==> config.mk <==
export PLATFORM = sky130hd
export DESIGN_NAME = riscv_core
export DESIGN_NICKNAME = d
export VERILOG_FILES = /design/src/hdl/core_pipe_pkg.sv /design/src/hdl/rv_isa_pkg.sv /design/src/hdl/riscv_core.sv /design/src/hdl/memory_stage.sv /design/src/hdl/execute_stage.sv /design/src/hdl/register_file.sv /design/src/hdl/decode_stage.sv /design/src/hdl/fetch_stage.sv
export VERILOG_INCLUDE_DIRS = /design/src /design/src/hdl
export SDC_FILE = /design/constraint.sdc
export NUM_CORES = 2
export LEC_CHECK = 0
export ABC_AREA = 1
export CAP_MARGIN = 10
export CELL_PAD_IN_SITES_DETAIL_PLACEMENT = 1
export CELL_PAD_IN_SITES_GLOBAL_PLACEMENT = 2
export CORE_UTILIZATION = 35
export CTS_CLUSTER_DIAMETER = 30
export DETAILED_ROUTE_END_ITERATION = 12
export DONT_BUFFER_PORTS = 1
export GPL_TIMING_DRIVEN = 0
export PLACE_DENSITY_LB_ADDON = 0.1
export SKIP_LAST_GASP = 1
export SLEW_MARGIN = 20
export SYNTH_ARGS = -nofsm -noshare
export SYNTH_HDL_FRONTEND = slang
export SYNTH_SLANG_ARGS = --single-unit
==> constraint.sdc <==
create_clock -name Clock -period 4.9 [get_ports Clock]
set_input_delay 0.49 -clock Clock [delete_from_list [all_inputs] [get_ports Clock]]
set_output_delay 0.49 -clock Clock [all_outputs]
set_load 0.05 [all_outputs]
==> src/hdl/core_settings.svh <==
// Core width and reset settings

`ifndef CORE_SETTINGS_SVH
`define CORE_SETTINGS_SVH

// Datapath
`define CORE_XLEN        32 // Data and address width
`define CORE_REG_ADDR_W  5  // 32 architectural registers

// Start of execution
`define CORE_RESET_PC    32'h0000_0000

// ADDI x0,x0,0 for squashed slots
`define CORE_NOP         32'h0000_0013

`endif
==> src/hdl/core_pipe_pkg.sv <==
// Pipeline datapath types

`include "core_settings.svh"

package core_pipe_pkg;

  // Register, ALU and memory data
  typedef logic [`CORE_XLEN-1:0] dataWord;

  // Program counters
  typedef logic [`CORE_XLEN-1:0] pcWord;

  // Register index
  typedef logic [`CORE_REG_ADDR_W-1:0] regAddr;

  // Data memory lane enables
  typedef logic [3:0] byteMask;

endpackage

==> src/hdl/rv_isa_pkg.sv <==
// RV32I encodings

package rv_isa_pkg;

  typedef logic [31:0] instrWord; // Fixed by the ISA

  // Major opcodes of the kept subset
  typedef enum logic [6:0] {
    LUI    = 7'b0110111,
    AUIPC  = 7'b0010111,
    JAL    = 7'b1101111,
    JALR   = 7'b1100111,
    BRANCH = 7'b1100011,
    LOAD   = 7'b0000011,
    STORE  = 7'b0100011,
    I_OP   = 7'b0010011,
    R_OP   = 7'b0110011
  } opcode;

  // ALU functions
  typedef enum logic [3:0] {
    ADD,
    SUB,
    SLL,
    SLT,
    SLTU,
    XOR,
    SRL,
    SRA,
    OR,
    AND
  } aluOp;

  // Branch kinds with funct3 values
  typedef enum logic [2:0] {
    BEQ  = 3'b000,
    BNE  = 3'b001,
    BLT  = 3'b100,
    BGE  = 3'b101,
    BLTU = 3'b110,
    BGEU = 3'b111
  } branchType;

  // Immediate layouts
  typedef enum logic [2:0] {
    IMM_I,
    IMM_S,
    IMM_B,
    IMM_U,
    IMM_J
  } immType;

endpackage

==> src/hdl/riscv_core.sv <==
// Five-stage RV32I core

module riscv_core (
  input  logic                   Clock,
  input  logic                   reset,
  output core_pipe_pkg::pcWord   PcQ100H,             // To instruction memory
  input  rv_isa_pkg::instrWord   PreInstructionQ101H, // From instruction memory
  output core_pipe_pkg::dataWord DMemAddressQ103H,
  output core_pipe_pkg::dataWord DMemWrDataQ103H,
  output core_pipe_pkg::byteMask DMemByteEnQ103H,
  output logic                   DMemWrEnQ103H,
  output logic                   DMemRdEnQ103H,
  input  core_pipe_pkg::dataWord DMemRdRspQ104H
);

  // Fetch and decode
  logic                   stall, redirect;
  core_pipe_pkg::pcWord   redirectTarget, PcQ101H, PcPlus4Q101H, PcQ102H, PcPlus4Q102H;
  core_pipe_pkg::regAddr  Src1Q101H, Src2Q101H;
  core_pipe_pkg::dataWord RdData1Q101H, RdData2Q101H;
  // Decode to execute
  rv_isa_pkg::aluOp       aluOpQ102H;
  rv_isa_pkg::branchType  branchOpQ102H;
  logic                   selPcQ102H, selImmQ102H, luiQ102H, isBranchQ102H, isJumpQ102H;
  logic                   linkQ102H, regWrEnQ102H, memRdQ102H, memWrQ102H;
  core_pipe_pkg::regAddr  DstQ102H, Src1Q102H, Src2Q102H;
  core_pipe_pkg::dataWord ImmQ102H, RdData1Q102H, RdData2Q102H;
  // Execute to memory
  core_pipe_pkg::dataWord AluOutQ103H, StoreDataQ103H;
  core_pipe_pkg::regAddr  DstQ103H;
  logic                   RegWrEnQ103H, MemRdQ103H, MemWrQ103H, LinkQ103H;
  core_pipe_pkg::pcWord   PcPlus4Q103H;
  // Write-back
  logic                   WrEnQ104H;
  core_pipe_pkg::regAddr  WrDstQ104H;
  core_pipe_pkg::dataWord WrDataQ104H;

  fetch_stage fetch (.*);

  decode_stage decode (.*);

  register_file regFile (.*);

  execute_stage execute (.*);

  memory_stage memory (.*);

endmodule

==> src/hdl/memory_stage.sv <==
// Memory access and write-back

module memory_stage (
  input  logic                    Clock,
  input  logic                    reset,
  input  core_pipe_pkg::dataWord  AluOutQ103H,
  input  core_pipe_pkg::dataWord  StoreDataQ103H,
  input  core_pipe_pkg::regAddr   DstQ103H,
  input  logic                    RegWrEnQ103H,
  input  logic                    MemRdQ103H,
  input  logic                    MemWrQ103H,
  input  logic                    LinkQ103H,
  input  core_pipe_pkg::pcWord    PcPlus4Q103H,
  input  core_pipe_pkg::dataWord  DMemRdRspQ104H,   // One cycle after the read
  output core_pipe_pkg::dataWord  DMemAddressQ103H,
  output core_pipe_pkg::dataWord  DMemWrDataQ103H,
  output core_pipe_pkg::byteMask  DMemByteEnQ103H,
  output logic                    DMemWrEnQ103H,
  output logic                    DMemRdEnQ103H,
  output logic                    WrEnQ104H,
  output core_pipe_pkg::regAddr   WrDstQ104H,
  output core_pipe_pkg::dataWord  WrDataQ104H
);

  core_pipe_pkg::dataWord aluOutQ104H;
  core_pipe_pkg::pcWord   pcPlus4Q104H;
  logic                   linkQ104H;
  logic                   loadQ104H;

  // Word access only
  assign DMemAddressQ103H = AluOutQ103H;
  assign DMemWrDataQ103H  = StoreDataQ103H;
  assign DMemByteEnQ103H  = MemWrQ103H ? 4'b1111 : 4'b0000;
  assign DMemWrEnQ103H    = MemWrQ103H;
  assign DMemRdEnQ103H    = MemRdQ103H;

  //////////////////////////////////////////////////
  // Q103 to Q104
  //////////////////////////////////////////////////
  always_ff @(posedge Clock) begin
    if (reset) WrEnQ104H <= 1'b0;
    else       WrEnQ104H <= RegWrEnQ103H;
  end

  always_ff @(posedge Clock) begin
    aluOutQ104H  <= AluOutQ103H;
    pcPlus4Q104H <= PcPlus4Q103H;
    linkQ104H    <= LinkQ103H;
    loadQ104H    <= MemRdQ103H;
    WrDstQ104H   <= DstQ103H;
  end

  // Link first, then load data, else ALU
  assign WrDataQ104H = linkQ104H ? pcPlus4Q104H   :
                       loadQ104H ? DMemRdRspQ104H :
                                   aluOutQ104H;

endmodule

==> src/hdl/execute_stage.sv <==
// Execute

module execute_stage (
  input  logic                   Clock,
  input  logic                   reset,
  input  rv_isa_pkg::aluOp       aluOpQ102H,
  input  rv_isa_pkg::branchType  branchOpQ102H,
  input  logic                   selPcQ102H,
  input  logic                   selImmQ102H,
  input  logic                   luiQ102H,
  input  logic                   isBranchQ102H,
  input  logic                   isJumpQ102H,
  input  logic                   linkQ102H,
  input  logic                   regWrEnQ102H,
  input  logic                   memRdQ102H,
  input  logic                   memWrQ102H,
  input  core_pipe_pkg::regAddr  DstQ102H,
  input  core_pipe_pkg::regAddr  Src1Q102H,
  input  core_pipe_pkg::regAddr  Src2Q102H,
  input  core_pipe_pkg::dataWord ImmQ102H,
  input  core_pipe_pkg::pcWord   PcQ102H,
  input  core_pipe_pkg::pcWord   PcPlus4Q102H,
  input  core_pipe_pkg::dataWord RdData1Q102H,
  input  core_pipe_pkg::dataWord RdData2Q102H,
  input  logic                   WrEnQ104H,      // Write-back from memory stage
  input  core_pipe_pkg::regAddr  WrDstQ104H,
  input  core_pipe_pkg::dataWord WrDataQ104H,
  output logic                   redirect,
  output core_pipe_pkg::pcWord   redirectTarget,
  output core_pipe_pkg::dataWord AluOutQ103H,
  output core_pipe_pkg::dataWord StoreDataQ103H,
  output core_pipe_pkg::regAddr  DstQ103H,
  output logic                   RegWrEnQ103H,
  output logic                   MemRdQ103H,
  output logic                   MemWrQ103H,
  output logic                   LinkQ103H,
  output core_pipe_pkg::pcWord   PcPlus4Q103H
);

  core_pipe_pkg::dataWord src1DataQ102H;
  core_pipe_pkg::dataWord src2DataQ102H;
  core_pipe_pkg::dataWord aluIn1Q102H;
  core_pipe_pkg::dataWord aluIn2Q102H;
  core_pipe_pkg::dataWord aluOutQ102H;
  logic                   condMetQ102H;

  // Newest producer wins
  function automatic core_pipe_pkg::dataWord forward(input core_pipe_pkg::regAddr src,
                                                     input core_pipe_pkg::dataWord regData);
    if (RegWrEnQ103H && (DstQ103H == src)) begin
      return AluOutQ103H;
    end else if (WrEnQ104H && (WrDstQ104H == src)) begin
      return WrDataQ104H;
    end
    return regData;
  endfunction

  //////////////////////////////////////////////////
  // ALU
  //////////////////////////////////////////////////
  always_comb begin
    src1DataQ102H = forward(Src1Q102H, RdData1Q102H);
    src2DataQ102H = forward(Src2Q102H, RdData2Q102H);
    aluIn1Q102H   = selPcQ102H  ? PcQ102H  : src1DataQ102H;
    aluIn2Q102H   = selImmQ102H ? ImmQ102H : src2DataQ102H;
    case (aluOpQ102H)
      rv_isa_pkg::SUB:  aluOutQ102H = aluIn1Q102H - aluIn2Q102H;
      rv_isa_pkg::SLL:  aluOutQ102H = aluIn1Q102H << aluIn2Q102H[4:0];
      rv_isa_pkg::SLT:  aluOutQ102H = {31'b0, $signed(aluIn1Q102H) < $signed(aluIn2Q102H)};
      rv_isa_pkg::SLTU: aluOutQ102H = {31'b0, aluIn1Q102H < aluIn2Q102H};
      rv_isa_pkg::XOR:  aluOutQ102H = aluIn1Q102H ^ aluIn2Q102H;
      rv_isa_pkg::SRL:  aluOutQ102H = aluIn1Q102H >> aluIn2Q102H[4:0];
      rv_isa_pkg::SRA:  aluOutQ102H = $signed(aluIn1Q102H) >>> aluIn2Q102H[4:0];
      rv_isa_pkg::OR:   aluOutQ102H = aluIn1Q102H | aluIn2Q102H;
      rv_isa_pkg::AND:  aluOutQ102H = aluIn1Q102H & aluIn2Q102H;
      default:          aluOutQ102H = aluIn1Q102H + aluIn2Q102H; // Also addresses, targets
    endcase
    if (luiQ102H) aluOutQ102H = aluIn2Q102H; // Upper immediate passes through
  end

  // Branch compare on forwarded registers
  always_comb begin
    case (branchOpQ102H)
      rv_isa_pkg::BEQ:  condMetQ102H = src1DataQ102H == src2DataQ102H;
      rv_isa_pkg::BNE:  condMetQ102H = src1DataQ102H != src2DataQ102H;
      rv_isa_pkg::BLT:  condMetQ102H = $signed(src1DataQ102H) < $signed(src2DataQ102H);
      rv_isa_pkg::BGE:  condMetQ102H = $signed(src1DataQ102H) >= $signed(src2DataQ102H);
      rv_isa_pkg::BLTU: condMetQ102H = src1DataQ102H < src2DataQ102H;
      rv_isa_pkg::BGEU: condMetQ102H = src1DataQ102H >= src2DataQ102H;
      default:          condMetQ102H = 1'b0;
    endcase
  end

  assign redirect       = (isBranchQ102H && condMetQ102H) || isJumpQ102H;
  assign redirectTarget = {aluOutQ102H[31:1], 1'b0}; // JALR drops bit 0

  //////////////////////////////////////////////////
  // Q102 to Q103
  //////////////////////////////////////////////////
  always_ff @(posedge Clock) begin
    if (reset) begin
      RegWrEnQ103H <= 1'b0;
      MemRdQ103H   <= 1'b0;
      MemWrQ103H   <= 1'b0;
    end else begin
      RegWrEnQ103H <= regWrEnQ102H;
      MemRdQ103H   <= memRdQ102H;
      MemWrQ103H   <= memWrQ102H;
    end
  end

  always_ff @(posedge Clock) begin
    AluOutQ103H    <= aluOutQ102H;
    StoreDataQ103H <= src2DataQ102H;
    DstQ103H       <= DstQ102H;
    LinkQ103H      <= linkQ102H;
    PcPlus4Q103H   <= PcPlus4Q102H;
  end

endmodule

==> src/hdl/register_file.sv <==
// Integer register file

module register_file (
  input  logic                   Clock,
  input  logic                   reset,
  input  core_pipe_pkg::regAddr  Src1Q101H,
  input  core_pipe_pkg::regAddr  Src2Q101H,
  input  logic                   WrEnQ104H,
  input  core_pipe_pkg::regAddr  WrDstQ104H,
  input  core_pipe_pkg::dataWord WrDataQ104H,
  output core_pipe_pkg::dataWord RdData1Q101H,
  output core_pipe_pkg::dataWord RdData2Q101H
);

  core_pipe_pkg::dataWord regs [1:31]; // x0 has no storage
  logic                   wrGoQ104H;

  assign wrGoQ104H = WrEnQ104H && !reset && (WrDstQ104H != '0);

  always_ff @(posedge Clock) begin
    if (wrGoQ104H) begin
      regs[WrDstQ104H] <= WrDataQ104H;
    end
  end

  // One read port
  function automatic core_pipe_pkg::dataWord readPort(input core_pipe_pkg::regAddr src);
    if (src == '0) begin
      return '0;
    end else if (wrGoQ104H && (src == WrDstQ104H)) begin
      return WrDataQ104H; // Write-through bypass
    end
    return regs[src];
  endfunction

  always_comb begin
    RdData1Q101H = readPort(Src1Q101H);
    RdData2Q101H = readPort(Src2Q101H);
  end

endmodule

==> src/hdl/decode_stage.sv <==
// Instruction decode

`include "core_settings.svh"

module decode_stage (
  input  logic                   Clock,
  input  logic                   reset,
  input  rv_isa_pkg::instrWord   PreInstructionQ101H, // From instruction memory
  input  core_pipe_pkg::pcWord   PcQ101H,
  input  core_pipe_pkg::pcWord   PcPlus4Q101H,
  input  logic                   redirect,            // Flush from execute
  input  core_pipe_pkg::dataWord RdData1Q101H,
  input  core_pipe_pkg::dataWord RdData2Q101H,
  output logic                   stall,
  output core_pipe_pkg::regAddr  Src1Q101H,
  output core_pipe_pkg::regAddr  Src2Q101H,
  output rv_isa_pkg::aluOp       aluOpQ102H,
  output rv_isa_pkg::branchType  branchOpQ102H,
  output logic                   selPcQ102H,          // ALU input 1 is PC
  output logic                   selImmQ102H,         // ALU input 2 is immediate
  output logic                   luiQ102H,
  output logic                   isBranchQ102H,
  output logic                   isJumpQ102H,
  output logic                   linkQ102H,           // Write back PC plus 4
  output logic                   regWrEnQ102H,
  output logic                   memRdQ102H,
  output logic                   memWrQ102H,
  output core_pipe_pkg::regAddr  DstQ102H,
  output core_pipe_pkg::regAddr  Src1Q102H,
  output core_pipe_pkg::regAddr  Src2Q102H,
  output core_pipe_pkg::dataWord ImmQ102H,
  output core_pipe_pkg::pcWord   PcQ102H,
  output core_pipe_pkg::pcWord   PcPlus4Q102H,
  output core_pipe_pkg::dataWord RdData1Q102H,
  output core_pipe_pkg::dataWord RdData2Q102H
);

  logic                   replayQ101H;    // Second pass of a stalled instruction
  logic                   redirectQ103H;  // Second flush slot
  logic                   firstSlotQ101H; // Slot after reset repeats the reset PC
  rv_isa_pkg::instrWord   heldInstrQ101H;
  rv_isa_pkg::instrWord   rawInstrQ101H;
  rv_isa_pkg::instrWord   instrQ101H;
  rv_isa_pkg::opcode      opcodeQ101H;
  rv_isa_pkg::aluOp       aluOpQ101H;
  rv_isa_pkg::immType     immTypeQ101H;
  core_pipe_pkg::dataWord immQ101H;

  //////////////////////////////////////////////////
  // Hazards
  //////////////////////////////////////////////////
  assign rawInstrQ101H = replayQ101H ? heldInstrQ101H : PreInstructionQ101H;

  // Load in Q102 feeding this instruction
  assign stall = memRdQ102H && regWrEnQ102H &&
                 ((rawInstrQ101H[19:15] == DstQ102H) || (rawInstrQ101H[24:20] == DstQ102H));

  assign instrQ101H = (stall || redirect || redirectQ103H || firstSlotQ101H) ? `CORE_NOP
                                                                             : rawInstrQ101H;

  assign Src1Q101H   = instrQ101H[19:15];
  assign Src2Q101H   = instrQ101H[24:20];
  assign opcodeQ101H = rv_isa_pkg::opcode'(instrQ101H[6:0]);

  //////////////////////////////////////////////////
  // Control decode
  //////////////////////////////////////////////////
  always_comb begin
    case (instrQ101H[14:12])
      3'b000:  aluOpQ101H = (opcodeQ101H == rv_isa_pkg::R_OP && instrQ101H[30]) ?
                            rv_isa_pkg::SUB : rv_isa_pkg::ADD;
      3'b001:  aluOpQ101H = rv_isa_pkg::SLL;
      3'b010:  aluOpQ101H = rv_isa_pkg::SLT;
      3'b011:  aluOpQ101H = rv_isa_pkg::SLTU;
      3'b100:  aluOpQ101H = rv_isa_pkg::XOR;
      3'b101:  aluOpQ101H = instrQ101H[30] ? rv_isa_pkg::SRA : rv_isa_pkg::SRL;
      3'b110:  aluOpQ101H = rv_isa_pkg::OR;
      default: aluOpQ101H = rv_isa_pkg::AND;
    endcase
    // Address and target math always adds
    if (opcodeQ101H != rv_isa_pkg::R_OP && opcodeQ101H != rv_isa_pkg::I_OP) begin
      aluOpQ101H = rv_isa_pkg::ADD;
    end
  end

  // Immediate builder
  always_comb begin
    case (opcodeQ101H)
      rv_isa_pkg::STORE:            immTypeQ101H = rv_isa_pkg::IMM_S;
      rv_isa_pkg::BRANCH:           immTypeQ101H = rv_isa_pkg::IMM_B;
      rv_isa_pkg::LUI, rv_isa_pkg::AUIPC: immTypeQ101H = rv_isa_pkg::IMM_U;
      rv_isa_pkg::JAL:              immTypeQ101H = rv_isa_pkg::IMM_J;
      default:                      immTypeQ101H = rv_isa_pkg::IMM_I; // JALR, LOAD, I_OP
    endcase
    case (immTypeQ101H)
      rv_isa_pkg::IMM_S: immQ101H = {{20{instrQ101H[31]}}, instrQ101H[31:25], instrQ101H[11:7]};
      rv_isa_pkg::IMM_B: immQ101H = {{20{instrQ101H[31]}}, instrQ101H[7], instrQ101H[30:25],
                                     instrQ101H[11:8], 1'b0};
      rv_isa_pkg::IMM_U: immQ101H = {instrQ101H[31:12], 12'b0};
      rv_isa_pkg::IMM_J: immQ101H = {{12{instrQ101H[31]}}, instrQ101H[19:12], instrQ101H[20],
                                     instrQ101H[30:21], 1'b0};
      default:           immQ101H = {{20{instrQ101H[31]}}, instrQ101H[31:20]};
    endcase
  end

  //////////////////////////////////////////////////
  // Q101 to Q102
  //////////////////////////////////////////////////
  always_ff @(posedge Clock) begin
    if (reset) begin
      regWrEnQ102H  <= 1'b0;
      memRdQ102H    <= 1'b0;
      memWrQ102H    <= 1'b0;
      isBranchQ102H <= 1'b0;
      isJumpQ102H   <= 1'b0;
      redirectQ103H <= 1'b0;
      replayQ101H   <= 1'b0;
    end else begin
      // x0 destination never writes, so forwarding ignores it too
      regWrEnQ102H  <= (instrQ101H[11:7] != '0) &&
                       (opcodeQ101H inside {rv_isa_pkg::LUI, rv_isa_pkg::AUIPC, rv_isa_pkg::JAL,
                                            rv_isa_pkg::JALR, rv_isa_pkg::LOAD,
                                            rv_isa_pkg::I_OP, rv_isa_pkg::R_OP});
      memRdQ102H    <= opcodeQ101H == rv_isa_pkg::LOAD;
      memWrQ102H    <= opcodeQ101H == rv_isa_pkg::STORE;
      isBranchQ102H <= opcodeQ101H == rv_isa_pkg::BRANCH;
      isJumpQ102H   <= opcodeQ101H inside {rv_isa_pkg::JAL, rv_isa_pkg::JALR};
      redirectQ103H <= redirect;
      replayQ101H   <= stall;
    end
  end

  always_ff @(posedge Clock) begin
    firstSlotQ101H <= reset;
    heldInstrQ101H <= PreInstructionQ101H; // Copy for replay
    aluOpQ102H     <= aluOpQ101H;
    branchOpQ102H  <= rv_isa_pkg::branchType'(instrQ101H[14:12]);
    selPcQ102H     <= opcodeQ101H inside {rv_isa_pkg::JAL, rv_isa_pkg::BRANCH, rv_isa_pkg::AUIPC};
    selImmQ102H    <= opcodeQ101H != rv_isa_pkg::R_OP;
    luiQ102H       <= opcodeQ101H == rv_isa_pkg::LUI;
    linkQ102H      <= opcodeQ101H inside {rv_isa_pkg::JAL, rv_isa_pkg::JALR};
    DstQ102H       <= instrQ101H[11:7];
    Src1Q102H      <= Src1Q101H;
    Src2Q102H      <= Src2Q101H;
    ImmQ102H       <= immQ101H;
    PcQ102H        <= PcQ101H;
    PcPlus4Q102H   <= PcPlus4Q101H;
    RdData1Q102H   <= RdData1Q101H;
    RdData2Q102H   <= RdData2Q101H;
  end

endmodule

==> src/hdl/fetch_stage.sv <==
// Instruction fetch

`include "core_settings.svh"

module fetch_stage (
  input  logic                 Clock,
  input  logic                 reset,
  input  logic                 stall,          // Load-use bubble from decode
  input  logic                 redirect,       // Taken branch or jump in Q102
  input  core_pipe_pkg::pcWord redirectTarget,
  output core_pipe_pkg::pcWord PcQ100H,        // To instruction memory
  output core_pipe_pkg::pcWord PcQ101H,
  output core_pipe_pkg::pcWord PcPlus4Q101H
);

  core_pipe_pkg::pcWord pcPlus4Q100H;

  assign pcPlus4Q100H = PcQ100H + 32'd4;

  //////////////////////////////////////////////////
  // Program counter
  //////////////////////////////////////////////////
  always_ff @(posedge Clock) begin
    if (reset) begin
      PcQ100H <= `CORE_RESET_PC;
    end else if (redirect) begin
      PcQ100H <= redirectTarget; // Target fetched next cycle
    end else if (!stall) begin
      PcQ100H <= pcPlus4Q100H;
    end
  end

  //////////////////////////////////////////////////
  // Q100 to Q101
  //////////////////////////////////////////////////
  always_ff @(posedge Clock) begin
    if (!stall) begin // Held while decode replays
      PcQ101H      <= PcQ100H;
      PcPlus4Q101H <= pcPlus4Q100H;
    end
  end

endmodule

==> flow_summary.ini <==
[status]
status = finished with violations
violations = negative setup slack

[final_layout]
fillCellCount = 26100
drive_above_1_share = 0.258
nets = 11700
synthToLayoutAreaGrowth_pct = 44.2
post-route-util = 0.507
fin_cells = 14900

[yosys]
seq_area_frac_synth = 0.497
avgSynthCellArea_um2 = 7.65
yosys.area.top_type = edfxtp_1
ys_types = 63
ys.flop_type = edfxtp_1
ys_top_cells_by_count = nand2_1 (3456), nand3_1 (1619), inv_1 (1309), edfxtp_1 (1053), nor2_1 (625)
synth_top_area_frac = 0.391
synth_edf_count = 1053
yosysWarnings = 0
synthCells = 10600
syn_area_mm2 = 0.0809
ys_seq_elements = 1482
syn-num-nets = 10800
synth_area_leaders = edfxtp_1 (39%), nand2_1 (16%), dfxtp_1 (11%), nand3_1 (10%), inv_1 (6.1%)
async_flop_share = 0
synth.most_common_cell = nand2_1

[worst_setup_path]
r2r_end = decode.RdData2Q102H[2]$_DFF_P_
slowest_delay_ps = 400
cp-start-kind = register
cp-end-kind = register
critPathSlowestCell = dfxtp_4
r2r_cells = 34
r2r_slack_ps = -760
crit_fanout = 10
criticalPathCategory = reg -> reg
worstPathArrival_ps = 6500
r2r_start = memory.loadQ104H$_DFF_P_
cp.required_ps = 5740

[global_route]
antenna_found_initial = 46
grt_pass1_vias = 83700
grt_first_pass_wirelength_um = 669000
grt_use_total = 0.416
grt_overflow = 0
grt_start_max_net_pins = 42

[drt]
wirelength_met1_um = 189000
vias = 84700
routed-wl-met2_um = 225000
drt_iter0_markers = 8438
viasPerCell = 5.70
dr.max_layer_used = met5
routedWlPerCell_um = 34.1
dr_wl_met3_um = 41400
antenna_left = 0
drt-total-wl_um = 506000
drc = 0
drt_pass1_iterations = 7

[power_and_ir_drop]
p_leak_nw = 51.0
p_clk_frac = 0.482
p_int_w = 0.0358
switching_power_w = 0.0179
power_frac_seq = 0.291
ir_drop_v = 0.000343
power_density_mw_per_mm2 = 461
pwr-share-comb = 0.227
p_sw_frac = 0.334

[timing]
rsz0062_at_grt = true
min_period_ps = 5660
maxSlewHeadroom = 0.161
worst_slack_ps = -761
drv_slew = 0
worst_slew_pin_slew_ps = 1260
fin_crit_sh = 1.16
timing.hold.ws_ps = 26.3
max_freq_mhz = 177
hold_viol_final = 0
setup_viol_count_final = 139
skew_ps = 118

[floorplanning]
core_area_mm2 = 0.230
die_width_um = 483
die-area_mm2 = 0.233
fp.dieH_um = 483
row_count = 176
ios = 168
start_util = 0.352

[min_path]
hold_end = decode.isJumpQ102H$_SDFF_PP0_
hold_class = in -> reg
min_path_cells = 4
min_from = PreInstructionQ101H[1]

[place]
port_buffers = 0
place.gp.congestion = 1.13
hpwl_um = 372000
preCtsSetupSlack_ps = -5240
dp.cells = 13700

[clocking]
clkSlewWorstSetupHoldPaths_ps = 50
numCtsBuffers = 411
clockBufferDepth = 4
cts_tree = yes
clkSinkCount = 1482
cts_max_level = 5
clock_latency_ps = 1040
clockRootBuffer = clkbuf_16

[flow_run]
drv_cap = 0
## final cells by class
cell class	count	area [um2]	share of cell area
repair inverters	2	16.3	0.000139
clock inverters	256	2450	0.0210
inverters	1326	5260	0.0451
clock buffers	486	10900	0.0932
diodes	24	60.1	0.000515
plain buffers	598	5320	0.0456
well taps	3026	3790	0.0325
repair buffers	510	6480	0.0555
multi-input cells	7143	42200	0.361
flip-flops and latches	1482	40200	0.345
## routing by layer
metal | vias up | GRT usage
met2 | 4360 | 0.652
met5 | - | 0.000817
li1 | 36400 | -
met4 | 26 | 0.343
met1 | 42500 | 0.485
met3 | 1425 | 0.0987
## cell usage in the layout, fill, tap and decap left out, drive strengths merged, types with 4 or more instances in the layout
cell type / n
a21boi: 9
a21o: 4
a21oi: 317
a221oi: 4
a22o: 8
a31oi: 8
and2: 9
buf: 797
bufbuf: 6
bufinv: 37
clkbuf: 758
clkinv: 187
clkinvlp: 20
dfxtp: 429
diode: 24
dlygate4sd3: 33
edfxtp: 1053
ha: 130
inv: 1340
mux2: 20
mux2i: 4
nand2: 3461
nand3: 1621
nand3b: 11
nand4: 36
nor2: 638
nor3: 178
nor4: 16
o2111ai: 7
o211ai: 152
o21a: 35
o21ai: 283
o21bai: 5
o221ai: 4
o22ai: 34
or2: 79
xnor2: 5
xor2: 49
## what timing repair did
| action | in CTS | in global routing |
|---|---|---|
| pin swaps | 146 | 428 |
| gates cloned | 20 | 26 |
| endpoints found under the setup margin | 191 | 189 |
| buffers inserted | 109 | 201 |
| hold endpoints to repair | 60 | 0 |
| resized for setup | 1706 | 1392 |
| hold buffers | 33 | 0 |
## state kept, by name (all words and copies together) (netlist names), 30 cells and up
name,flops
memory.pcPlus4Q104H,31
regFile.regs,992
fetch.PcPlus4Q101H,31
execute.StoreDataQ103H,32
decode.heldInstrQ101H,32
decode.RdData1Q102H,32
fetch.PcQ101H,30
execute.PcPlus4Q103H,31
decode.RdData2Q102H,32
fetch.PcQ100H,31
memory.aluOutQ104H,32
decode.PcQ102H,30
decode.PcPlus4Q102H,31
execute.AluOutQ103H,32
decode.ImmQ102H,32
## power by group through the flow
stage | Sequential, W | Combinational (W) | Clock [W]
2_1_floorplan | 0.0155 | 0.00382 | 0
3_3_place_gp | 0.0160 | 0.00818 | 0
3_5_place_dp | 0.0158 | 0.00902 | 0
4_1_cts | 0.0156 | 0.0105 | 0.0259
5_1_grt | 0.0156 | 0.0123 | 0.0266
6_report | 0.0157 | 0.0122 | 0.0259
## how the worst max path moves through the flow
| stage | from | to | cells past startpoint |
|---|---|---|---|
| 4_1_cts | memory.loadQ104H$_DFF_P_ | decode.RdData2Q102H[16]$_DFF_P_ | 38 |
| 3_3_place_gp | memory.linkQ104H$_DFF_P_ | decode.RdData2Q102H[23]$_DFF_P_ | 32 |
| 6_report | memory.loadQ104H$_DFF_P_ | decode.RdData2Q102H[2]$_DFF_P_ | 34 |
| 5_1_grt | memory.loadQ104H$_DFF_P_ | decode.RdData2Q102H[15]$_DFF_P_ | 34 |
| 3_5_place_dp | memory.linkQ104H$_DFF_P_ | decode.RdData2Q102H[23]$_DFF_P_ | 32 |
| 2_1_floorplan | memory.linkQ104H$_DFF_P_ | decode.RdData1Q102H[17]$_DFF_P_ | 33 |
## cell families (layout without fill, tap and decap cells)
group                    Yosys count  after routing  synth area share
other                              1             25         0.0000464
flip-flops                      1482           1482             0.497
AND/OR/NAND/NOR                 6051           6052             0.315
buffers and inverters           1948           3178            0.0950
multiplexers                      24             24           0.00328
AO/OA/AOI/OAI                    880            880            0.0633
XOR/XNOR                          54             54           0.00585
adder cells (fa/ha/maj)          132            132            0.0206
## critical path, delay by kind of cell (launching register included)
kind                       cells  cell delay [ps]
and+or+nand+nor               18             2090
buffers and inverters          8             1490
AOI/OAI and AO/OA              6              920
DFF                            1              400
muxes                          1              310
adders and majority gates      1              220
## per-stage QoR
| step | total power (W) | area (um2) | TNS, ps |
|---|---|---|---|
| 2_1_floorplan | 0.0193 | 80900 | -209 |
| 3_3_place_gp | 0.0241 | 84700 | -2382700 |
| 3_5_place_dp | 0.0248 | 87400 | -704880 |
| 4_1_cts | 0.0520 | 109000 | -74400 |
| 5_1_grt | 0.0545 | 117000 | -77640 |
| 6_report | 0.0537 | 117000 | -62370 |
Note: power is estimated with default switching activity, not from simulation.
